File: config.mk
export PLATFORM = sky130hd
export DESIGN_NAME = singleCycleMips
export DESIGN_NICKNAME = d
export VERILOG_FILES = /design/src/verilog/mipsPkg.sv /design/src/verilog/alu.sv /design/src/verilog/controlDecoder.sv /design/src/verilog/programCounter.sv /design/src/verilog/regFile.sv /design/src/verilog/singleCycleMips.sv
export SDC_FILE = /design/constraint.sdc
export NUM_CORES = 2
export LEC_CHECK = 0
export ABC_AREA = 1
export BUFFER_PORTS_ARGS = -buffer_cell sky130_fd_sc_hd__buf_2
export CAP_MARGIN = 20
export CORE_UTILIZATION = 42
export DETAILED_ROUTE_END_ITERATION = 8
export SLEW_MARGIN = 20
export SYNTH_ARGS = -nofsm -noshare
export SYNTH_HDL_FRONTEND = slang
export SYNTH_SLANG_ARGS = --single-unit
export TNS_END_PERCENT = 20
File: constraint.sdc
create_clock -name clk -period 31.1 [get_ports clk]
set_input_delay 3.11 -clock clk [delete_from_list [all_inputs] [get_ports clk]]
set_output_delay 3.11 -clock clk [all_outputs]
set_load 0.005 [all_outputs]
File: src/verilog/mipsPkg.sv
//==================================================
// mips core package
// opcodes, function codes, alu ops and datapath bundles
//==================================================
package mipsPkg;

  //==================================================
  // primary opcodes, bits 31..26
  localparam logic [5:0] opR   = 6'b000000; // r-type, funct picks the op
  localparam logic [5:0] opLw  = 6'b100011;
  localparam logic [5:0] opSw  = 6'b101011;
  localparam logic [5:0] opBeq = 6'b000100;
  localparam logic [5:0] opJ   = 6'b000010;
  localparam logic [5:0] opJal = 6'b000011;

  // r-type function codes, bits 5..0
  localparam logic [5:0] fnAdd = 6'b100000;
  localparam logic [5:0] fnSub = 6'b100010;
  localparam logic [5:0] fnAnd = 6'b100100;
  localparam logic [5:0] fnOr  = 6'b100101;
  localparam logic [5:0] fnSlt = 6'b101010;
  localparam logic [5:0] fnSll = 6'b000000;
  localparam logic [5:0] fnSrl = 6'b000010;
  localparam logic [5:0] fnJr  = 6'b001000;

  localparam logic [4:0] regLink   = 5'd31; // jal return address
  localparam int         dmemAddrW = 7;     // data ram word address bits

  // alu operation select
  typedef enum logic [3:0] {
    aluAdd  = 4'd0,
    aluSub  = 4'd1,
    aluAnd  = 4'd2,
    aluOr   = 4'd3,
    aluSlt  = 4'd4, // signed compare
    aluSll  = 4'd5,
    aluSrl  = 4'd6,
    aluNone = 4'd15 // illegal or no alu use
  } aluOp_e;

  //==================================================
  // instruction word views
  typedef struct packed {
    logic [5:0] op;
    logic [4:0] rs;
    logic [4:0] rt;
    logic [4:0] rd;
    logic [4:0] shamt;
    logic [5:0] funct;
  } rFmt_s;

  typedef struct packed {
    logic [5:0]  op;
    logic [4:0]  rs;
    logic [4:0]  rt;
    logic [15:0] imm16; // offset for lw, sw and beq
  } iFmt_s;

  typedef struct packed {
    logic [5:0]  op;
    logic [25:0] target26;
  } jFmt_s;

  typedef union packed {
    rFmt_s r;
    iFmt_s i;
    jFmt_s j;
  } instrWord_u;

  // decoded datapath controls
  typedef struct packed {
    logic   regDst;   // write rd instead of rt
    logic   aluSrc;   // operand b from imm16
    logic   memToReg;
    logic   regWrite;
    logic   memRead;
    logic   memWrite;
    logic   branch;
    logic   jump;
    logic   jumpReg;  // jr
    logic   link;     // jal writes pc+4
    logic   shiftSrc; // operand a from shamt
    aluOp_e aluOp;
  } ctrl_s;

  //==================================================
  // external port bundles
  typedef struct packed {
    logic                 cen; // all three strobes active low
    logic                 wen;
    logic                 oen;
    logic [dmemAddrW-1:0] addr;
    logic [31:0]          wdata;
  } dmemReq_s;

  typedef struct packed {
    logic        valid;
    logic [4:0]  addr;
    logic [31:0] data;
  } wbObs_s;

endpackage

File: src/verilog/alu.sv
//==================================================
// alu
// add, sub, logic, signed compare and shifts
//==================================================
`timescale 1ns/1ps

module alu (
  input  logic            [31:0] opA,
  input  logic            [31:0] opB,
  input  mipsPkg::aluOp_e        op,
  output logic            [31:0] result,
  output logic                   zero
);
  import mipsPkg::*;

  logic [4:0] shiftAmt;

  assign shiftAmt = opA[4:0]; // shamt or rs low bits

  always_comb begin
    case (op)
      aluAdd: result = opA + opB; // no overflow trap
      aluSub: result = opA - opB;
      aluAnd: result = opA & opB;
      aluOr:  result = opA | opB;

      aluSlt: begin
        if ($signed(opA) < $signed(opB))
          result = 32'd1;
        else
          result = 32'd0;
      end

      // shifted value comes in on opB
      aluSll: result = opB << shiftAmt;
      aluSrl: result = opB >> shiftAmt; // logical, zero fill

      default: begin
        result = '0; // aluNone
      end
    endcase
  end

  // valid for every op
  // beq only looks at it after aluSub
  assign zero = (result == '0);

endmodule

File: src/verilog/controlDecoder.sv
//==================================================
// control decoder
// main decode of opcode plus alu control from funct
//==================================================
`timescale 1ns/1ps

module controlDecoder (
  input  logic [5:0]     op,
  input  logic [5:0]     funct,
  output mipsPkg::ctrl_s ctrl
);
  import mipsPkg::*;

  always_comb begin
    ctrl       = '0;      // unknown op writes nothing
    ctrl.aluOp = aluNone;

    case (op)
      opR: begin
        ctrl.regDst   = 1'b1;
        ctrl.regWrite = 1'b1;
        case (funct) // alu control merged in here
          fnAdd: ctrl.aluOp = aluAdd;
          fnSub: ctrl.aluOp = aluSub;
          fnAnd: ctrl.aluOp = aluAnd;
          fnOr:  ctrl.aluOp = aluOr;
          fnSlt: ctrl.aluOp = aluSlt;
          fnSll: begin
            ctrl.aluOp    = aluSll;
            ctrl.shiftSrc = 1'b1; // shamt into operand a
          end
          fnSrl: begin
            ctrl.aluOp    = aluSrl;
            ctrl.shiftSrc = 1'b1;
          end
          fnJr: begin
            ctrl.jumpReg  = 1'b1;
            ctrl.regWrite = 1'b0; // jr has no result
          end
          default: begin
            ctrl.regWrite = 1'b0; // unsupported funct
          end
        endcase
      end

      // address = base + offset
      opLw: begin
        ctrl.aluSrc   = 1'b1;
        ctrl.memToReg = 1'b1;
        ctrl.regWrite = 1'b1;
        ctrl.memRead  = 1'b1;
        ctrl.aluOp    = aluAdd;
      end

      opSw: begin
        ctrl.aluSrc   = 1'b1;
        ctrl.memWrite = 1'b1;
        ctrl.aluOp    = aluAdd;
      end

      opBeq: begin
        ctrl.branch = 1'b1;
        ctrl.aluOp  = aluSub; // zero flag means equal
      end

      opJ: begin
        ctrl.jump = 1'b1;
      end

      opJal: begin
        ctrl.jump     = 1'b1;
        ctrl.link     = 1'b1; // pc+4 into r31
        ctrl.regWrite = 1'b1;
      end

      default: begin
        ctrl.regWrite = 1'b0;
        ctrl.memWrite = 1'b0;
      end
    endcase
  end

endmodule

File: src/verilog/programCounter.sv
//==================================================
// program counter
// pc register and next address select
//==================================================
`timescale 1ns/1ps

module programCounter (
  input  logic           clk,
  input  logic           rst,
  input  mipsPkg::ctrl_s ctrl,
  input  logic           aluZero,
  input  logic [31:0]    branchOffset, // sign extended imm16
  input  logic [25:0]    target26,
  input  logic [31:0]    jumpTarget,   // rs data for jr
  output logic [31:0]    pc,
  output logic [31:0]    pcPlus4
);

  logic [31:0] pcNext;
  logic [31:0] branchAddr;
  logic [31:0] jumpAddr;
  logic        takeBranch;

  assign pcPlus4    = pc + 32'd4;
  assign branchAddr = pcPlus4 + {branchOffset[29:0], 2'b00}; // offset in words
  assign jumpAddr   = {pcPlus4[31:28], target26, 2'b00};    // same 256MB region
  assign takeBranch = ctrl.branch & aluZero;                 // beq, rs == rt

  // jr beats j beats a taken beq
  always_comb begin
    if (ctrl.jumpReg)
      pcNext = jumpTarget;
    else if (ctrl.jump)
      pcNext = jumpAddr;
    else if (takeBranch)
      pcNext = branchAddr;
    else
      pcNext = pcPlus4;
  end

  always_ff @(posedge clk or posedge rst) begin
    if (rst)
      pc <= '0;
    else
      pc <= pcNext; // one instruction per cycle
  end

  // instruction fetch needs a word address every cycle
  pcAligned: assert property (@(posedge clk) disable iff (rst) pc[1:0] == 2'b00)
    else $error("pc lost word alignment");

endmodule

File: src/verilog/regFile.sv
//==================================================
// register file
// 31 general registers with r0 reading as zero
//==================================================
`timescale 1ns/1ps

module regFile (
  input  logic        clk,
  input  logic        rst,
  input  logic        writeEn,
  input  logic [4:0]  writeAddr,
  input  logic [31:0] writeData,
  input  logic [4:0]  readAddr1,
  input  logic [4:0]  readAddr2,
  output logic [31:0] readData1,
  output logic [31:0] readData2
);

  logic [31:0] regs [1:31]; // no storage behind r0

  always_ff @(posedge clk or posedge rst) begin
    if (rst) begin
      for (int i = 1; i < 32; i++) begin
        regs[i] <= '0;
      end
    end else if (writeEn && (writeAddr != 5'd0)) begin
      regs[writeAddr] <= writeData; // r0 writes dropped
    end
  end

  // combinational reads
  // a same-cycle write shows up next cycle only
  assign readData1 = (readAddr1 == 5'd0) ? '0 : regs[readAddr1];
  assign readData2 = (readAddr2 == 5'd0) ? '0 : regs[readAddr2];

endmodule

File: src/verilog/singleCycleMips.sv
//==================================================
// single cycle mips core
// fetch, decode, execute and write back in one clock
//==================================================
`timescale 1ns/1ps

module singleCycleMips (
  input  logic              clk,
  input  logic              rst,
  input  logic [31:0]       instr,
  output logic [31:0]       instrAddr,
  input  logic [31:0]       dmemReadData,
  output mipsPkg::dmemReq_s dmem,
  output mipsPkg::wbObs_s   wb
);
  import mipsPkg::*;

  instrWord_u  iw;        // one word seen three ways
  ctrl_s       ctrl;
  logic [31:0] pc;
  logic [31:0] pcPlus4;
  logic [31:0] immExt;
  logic [4:0]  writeAddr;
  logic [31:0] writeData;
  logic [31:0] rsData;
  logic [31:0] rtData;
  logic [31:0] aluA;
  logic [31:0] aluB;
  logic [31:0] aluResult;
  logic        aluZero;

  assign iw        = instrWord_u'(instr);
  assign instrAddr = pc; // fetch from current pc
  assign immExt    = {{16{iw.i.imm16[15]}}, iw.i.imm16};

  //==================================================
  // decode and register read
  controlDecoder controlDecoderInst (
    .op    (iw.r.op),
    .funct (iw.r.funct),
    .ctrl  (ctrl)
  );

  // rd for r-type, r31 for jal, rt for lw
  always_comb begin
    if (ctrl.regDst)
      writeAddr = iw.r.rd;
    else if (ctrl.link)
      writeAddr = regLink;
    else
      writeAddr = iw.i.rt;
  end

  regFile regFileInst (
    .clk       (clk),
    .rst       (rst),
    .writeEn   (ctrl.regWrite),
    .writeAddr (writeAddr),
    .writeData (writeData),
    .readAddr1 (iw.r.rs),
    .readAddr2 (iw.r.rt),
    .readData1 (rsData),
    .readData2 (rtData)
  );

  //==================================================
  // execute
  assign aluA = ctrl.shiftSrc ? {27'd0, iw.r.shamt} : rsData; // shift amount
  assign aluB = ctrl.aluSrc ? immExt : rtData;

  alu aluInst (
    .opA    (aluA),
    .opB    (aluB),
    .op     (ctrl.aluOp),
    .result (aluResult),
    .zero   (aluZero)
  );

  programCounter programCounterInst (
    .clk          (clk),
    .rst          (rst),
    .ctrl         (ctrl),
    .aluZero      (aluZero),
    .branchOffset (immExt),
    .target26     (iw.j.target26),
    .jumpTarget   (rsData),
    .pc           (pc),
    .pcPlus4      (pcPlus4)
  );

  //==================================================
  // data port and write back
  always_comb begin
    dmem.cen   = ~(ctrl.memRead | ctrl.memWrite);
    dmem.wen   = ~ctrl.memWrite; // ram writes at next edge
    dmem.oen   = ~ctrl.memRead;
    dmem.addr  = aluResult[8:2]; // byte address to word
    dmem.wdata = rtData;
  end

  // load data, then link address, then alu
  always_comb begin
    if (ctrl.memToReg)
      writeData = dmemReadData;
    else if (ctrl.link)
      writeData = pcPlus4; // no delay slot
    else
      writeData = aluResult;
  end

  always_comb begin
    wb.valid = ctrl.regWrite && (writeAddr != 5'd0); // r0 writes hidden
    wb.addr  = writeAddr;
    wb.data  = writeData;
  end

  // a store never opens the ram output
  storeNoRead: assert property (@(posedge clk) disable iff (rst)
    !dmem.wen |-> dmem.oen)
    else $error("data write strobe and output enable low together");

endmodule
## Word level (Yosys, flattened, before mapping)

Cells that the tools add are included.

- Add/subtract/negate cells: 4
- Multiply operators: 0
- Divide/modulo/power cells: 0
- Magnitude comparators: 5
- Equal/unequal tests: 18
- Shift operators: 2
- Mux-type cells: 37
- Bitwise operators: 10
- Reduce and logical (&&, ||, !) cells: 14

Operators by type and width:

| cell | number |
|---|---|
| 992-bit bitwise mux | 1 |
| 32-bit 2-to-1 mux | 14 |
| 32-bit binary-select mux with 5-bit select | 2 |
| 32-bit case mux with 7 select lines | 1 |
| 32-bit demux with 5-bit select | 1 |
| 32-bit adder | 2 |
| 6-bit == test, second input constant | 7 |
| 32-bit by 3-bit adder with 32-bit output, second input constant | 1 |
| 32-bit bitwise AND | 1 |
| 32-bit logical NOT | 1 |
| 32-bit less-than comparator | 1 |
| 32-bit bitwise OR | 1 |
| 32-bit by 5-bit << shifter with 32-bit output | 1 |
| 32-bit by 5-bit >> shifter with 32-bit output | 1 |
| 32-bit subtractor | 1 |
| 4-bit case mux with 7 select lines | 1 |
| 6-bit by 2-bit == test with 1-bit output, second input constant | 3 |
| 6-bit greater-or-equal comparator, second input constant | 3 |
| 5-bit inverter with 6-bit output | 3 |
| 1-bit 2-to-1 mux | 13 |
| 4-bit by 3-bit == test with 1-bit output, second input constant | 3 |
| 6-bit logical NOT | 2 |
| 4-bit case mux with 3 select lines | 1 |
| 5-bit logical NOT | 2 |
| other kinds (15) | 23 |

- Flip-flop bits (word level): 1,024
- Latch bits: 0
- Memory bits (writable): 0
- Bits in read-only memories: 0
- Bits of input ports: 66
- Logic and storage cells: 122
- Memories kept: 0

## Depth between registers and ports, before layout

- Word-level depth: 14
- Mapped depth: 41

## Hierarchy

From an unflattened synthesis, not the netlist that was laid out.

- Cells, all modules: 12,093
- Area total of the unflattened synthesis: 73,927.2 sq um

By module, submodules not included:

| module | times used | cells an instance | area an instance (sq um) | seq. area each (sq um) |
|---|---|---|---|---|
| regFile | 1 | 8,860 | 57,438.8 | 24,823.8 |
| alu | 1 | 2,031 | 9,950.8 | 0.0 |
| programCounter | 1 | 837 | 4,710.8 | 800.8 |
| singleCycleMips | 1 | 299 | 1,485.2 | 0.0 |
| controlDecoder | 1 | 66 | 341.6 | 0.0 |

## Worst setup path after synthesis

OpenSTA, ideal clock, no wires.

- Path type: input to output
- From: in instr[21]
- To: out wb[22] (netlist name)
- Arrival time: 7,965 ps
- Setup slack: 20,025 ps
- Cell stages on the path: 30
- Path buffers: 8
- Cells stage by stage: buf_6 inv_4 buf_2 buf_2 clkbuf_1 clkbuf_1 buf_1 buf_1 nand2_1 a21oi_1 nor2_1 o31ai_1 nand2_1 ha_1 inv_1 a21oi_1 o311ai_0 nand2_1 inv_1 nand2_1 nand2_2 nand2_1 nand2_1 nand3_1 nand3_1 nand3_1 nand2_1 a21oi_1 o21ai_1 clkbuf_1

RTL lines:

| what | RTL line | text |
|---|---|---|
| start: declaration | singleCycleMips.sv:10 | `input logic [31:0] instr,` |
| end: declaration | singleCycleMips.sv:14 | `output mipsPkg::wbObs_s wb` |

==> run_results.csv <==
group,metric,value,unit
synthesis,async_flop_share,100.0,%
route,wl_per_cell,28.40,um
power_and_ir_drop,total_power,3.994,mW
clock_network,ctsResizeCount,0,
timing,fin_setup_tns,0,ns
route,drtIter0Drc,11140,
floorplanning,num_io_pins,178,
synthesis,avgSynthCellArea,6.555,um2
timing,fmax,68.71,MHz
worst_hold_path,hold_start,"regFileInst.regs[78]",
clock_network,cts_inserted_buffers,120,
synthesis,synth_edf_count,0,
critical_path,worst-path-max-fanout,64,
floorplanning,initial_core_util,42.23,%
cells_and_area,drive_above_1_share,7.237,%
cells_and_area,nets,10540,
power_and_ir_drop,seqPwrFrac,36.1,%
timing,skew,0.04422,ns
synthesis,seq_area_frac_synth,36.82,%
clock_network,cts_hold_buf,0,
power_and_ir_drop,switching_share,36.43,%
clock_network,root_buffer,"clkbuf_16",
timing,finalHoldViolations,0,
placement,placed_cell_area,72080,um2
clock_network,clockBufferDepth,3,
power_and_ir_drop,power.density,52.36,nW/um2
critical_path,required,27.99,ns
timing,tightest_slew,1.251,ns
critical_path,worstSetupStartpoint,"instr[21]",
floorplanning,chipWidth,409.1,um
worst_hold_path,min_path_type,"reg -> reg",
power_and_ir_drop,p_int,2.539,mW
timing,max_slew_margin,16.59,%
clock_network,htreeDepth,3,
global_routing,grt_util_all_layers,41.71,%
timing,rsz0062_at_grt,"false",
timing,fin_ws,16.55,ns
critical_path,arrival,11.44,ns
floorplanning,rows,149,
timing,period_share,46.80,%
global_routing,grt_max_degree,144,
global_routing,antenna_found_initial,5,
critical_path,startpoint_type,"input port",
clock_network,clk_pin_slew_worst_paths,0.06,ns
route,viasPerCell,6.092,
job,maxCapViolations,0,
clock_network,clk_latency,0.81,ns
synthesis,synthesis.nets,10820,
floorplanning,dieArea,167300,um2
floorplanning,coreArea,164800,um2
critical_path,rr_startpoint,"regFileInst.regs[483]",
timing,period_needed,14.55,ns
synthesis,synth.distinct_cells,62,
power_and_ir_drop,combPwrFrac,26.6,%
route,route.detailed.drc,0,
route,final_antenna_net_count,0,
synthesis,ys.warnings.count,0,
cells_and_area,final_cell_mix,"3545 x nand2_1, 1173 x nand3_1, 1048 x o21ai_0, 1024 x dfrtp_1, 935 x inv_1",
global_routing,grt_pass1_wl,512800,um
global_routing,grt_pass1_vias,70810,
power_and_ir_drop,vdd_ir_drop_max,0.04885,mV
cells_and_area,layout_commonest_cell,"nand2_1",
route,drt_wl_total,358500,um
floorplanning,die_h,409.1,um
cells_and_area,final_area,76270,um2
placement,io_buffers,177,
clock_network,cts_tree,"built",
timing,setup_viol,0,
synthesis,synth_top_flop_cell,"dfrtp_1",
critical_path,critPathKind,"in -> out",
power_and_ir_drop,power.leakage,37.24,nW
synthesis,syn_area,69600,um2
route,firstDrtPassIters,6,
clock_network,clock-sinks,1024,
status,outcome,"finished, final reports clean",
global_routing,overflow,0,
placement,dp_hpwl,232400,um
placement,preCtsSetupSlack,16.75,ns
critical_path,r2r_slack,23.07,ns
cells_and_area,nFillCells,16960,
synthesis,ys_ff_latch,1024,
power_and_ir_drop,clkPwrFrac,37.4,%
cells_and_area,areaGrowthSynthToFinish,9.593,%
timing,maxSlewViolCount,0,
critical_path,endpoint_kind,"primary output",
cells_and_area,utilization,46.28,%
clock_network,post_cts_buffers,0,
synthesis,synthCells,10620,
route,via_count,76910,
placement,gp_congestion,1.044,
power_and_ir_drop,power.net_switching,1.455,mW
cells in the mapped netlist, types with 5 or more instances:
master     instances  area (um2)
o21a_1            11       82.58
nor2_2             8       50.05
o21ai_1           87       435.4
inv_2             18       67.56
nand4_1           96       600.6
o221ai_1          89       779.5
o22ai_1           59       369.1
o31ai_1           29       217.7
nor3_1            68       340.3
buf_6             17       191.4
nor2_1           513        1926
a2111oi_0          7       61.31
buf_2            196       980.9
inv_1            943        3540
buf_4             45       337.8
nand3b_1           5       37.54
ha_1             136        1702
nand3_1         1174        5876
nand2_2           19       118.9
nor4_1             5       31.28
a21oi_1          637        3188
o21ai_0         1048        5245
and2_1            14       87.58
xnor2_1           13       113.9
dfrtp_1         1024       25620
a22oi_1           29       217.7
clkinv_1          14       52.55
nor3_2            15       150.1
buf_1             56       210.2
o211ai_1          91       683.2
clkbuf_1         474        1779
xor2_1            47       411.6
or2_2              9       56.30
nand2_1         3546       13310
a21o_1             5       37.54
a31oi_1           13       81.33
per-layer routing:
layer | GRT usage, % | part of all wire [%]
met1 | 56.02 | 40
met2 | 61.80 | 43
met3 | 8.979 | 11
met4 | 23.87 | 6.7
met5 | 0 | 0.0070
sequential cells by signal, indices dropped and copies added, names as in the netlist:
register and flops:
regFileInst.regs 992, programCounterInst.pc 32
metrics by stage:
step / hold slack, ns / std cells
2_1_floorplan: 0.4530 / 10620
3_3_place_gp: 0.4733 / 12390
3_5_place_dp: 0.4831 / 12390
4_1_cts: 0.4992 / 12620
5_1_grt: 0.5209 / 12620
6_report: 0.4968 / 12630
worst max-delay path, stage by stage:
cell      delay, ns
buf_8          0.35
buf_4          0.49
buf_4          0.72
buf_4          0.54
buf_4          0.67
buf_4          0.62
o21ai_0        0.18
o211a_1        0.14
o311ai_0       0.83
o31ai_1        0.30
nand2_1        0.17
ha_1           0.41
nand2_1        0.22
nor4_1         0.45
nand4_1        0.20
nand2_1        0.16
nand2_1        0.06
nand3_1        0.07
nand3_1        0.09
nor2_1         0.26
nor2_1         0.09
nor2_2         0.20
buf_4          0.33
clkinv_1       0.29
buf_2          0.25
final timing paths:
path / to / depth (start not counted)
worst max register to register: programCounterInst.pc[19] / 33
max in group asynchronous: regFileInst.regs[521] / 7
worst min-delay path: regFileInst.regs[78] / 2
min in group asynchronous: regFileInst.regs[436] / 2
worst max-delay path: wb[27] / 25
worst min register to register: regFileInst.regs[78] / 2
power by group through the flow:
stage	registers (mW)	logic, mW	clock network [mW]
6_report	1.44	1.06	1.49
5_1_grt	1.45	1.14	1.54
4_1_cts	1.44	1.03	1.50
3_5_place_dp	1.46	1.02	0
3_3_place_gp	1.46	1.03	0
2_1_floorplan	1.45	0.646	0
kinds of logic (layout without fill, tap and decap cells):
kind of cell / after synthesis / count (layout) / synth area share (%)
AND/OR/NAND/NOR: 5488 / 5488 / 32.74
AO/OA/AOI/OAI: 2139 / 2139 / 16.83
buffers and inverters: 1766 / 1581 / 10.31
flip-flops: 1024 / 1024 / 36.82
adder cells (fa/ha/maj): 139 / 139 / 2.531
XOR/XNOR: 60 / 60 / 0.7551
multiplexers: 1 / 1 / 0.01618
other: 0 / 4 / 0
area by class of cell:
class / count / area, um2 / area share, %
Antenna cell: 4 / 10.01 / 0.01312
Clock buffer: 180 / 3640 / 4.772
Clock inverter: 43 / 446.7 / 0.5856
Inverter: 978 / 3725 / 4.884
Multi-Input combinational cell: 7827 / 37460 / 49.11
Sequential cell: 1024 / 25620 / 33.60
Tap cell: 2189 / 2739 / 3.591
Timing Repair Buffer: 380 / 2629 / 3.447
No activity file was read; power rests on OpenSTA's default activity.
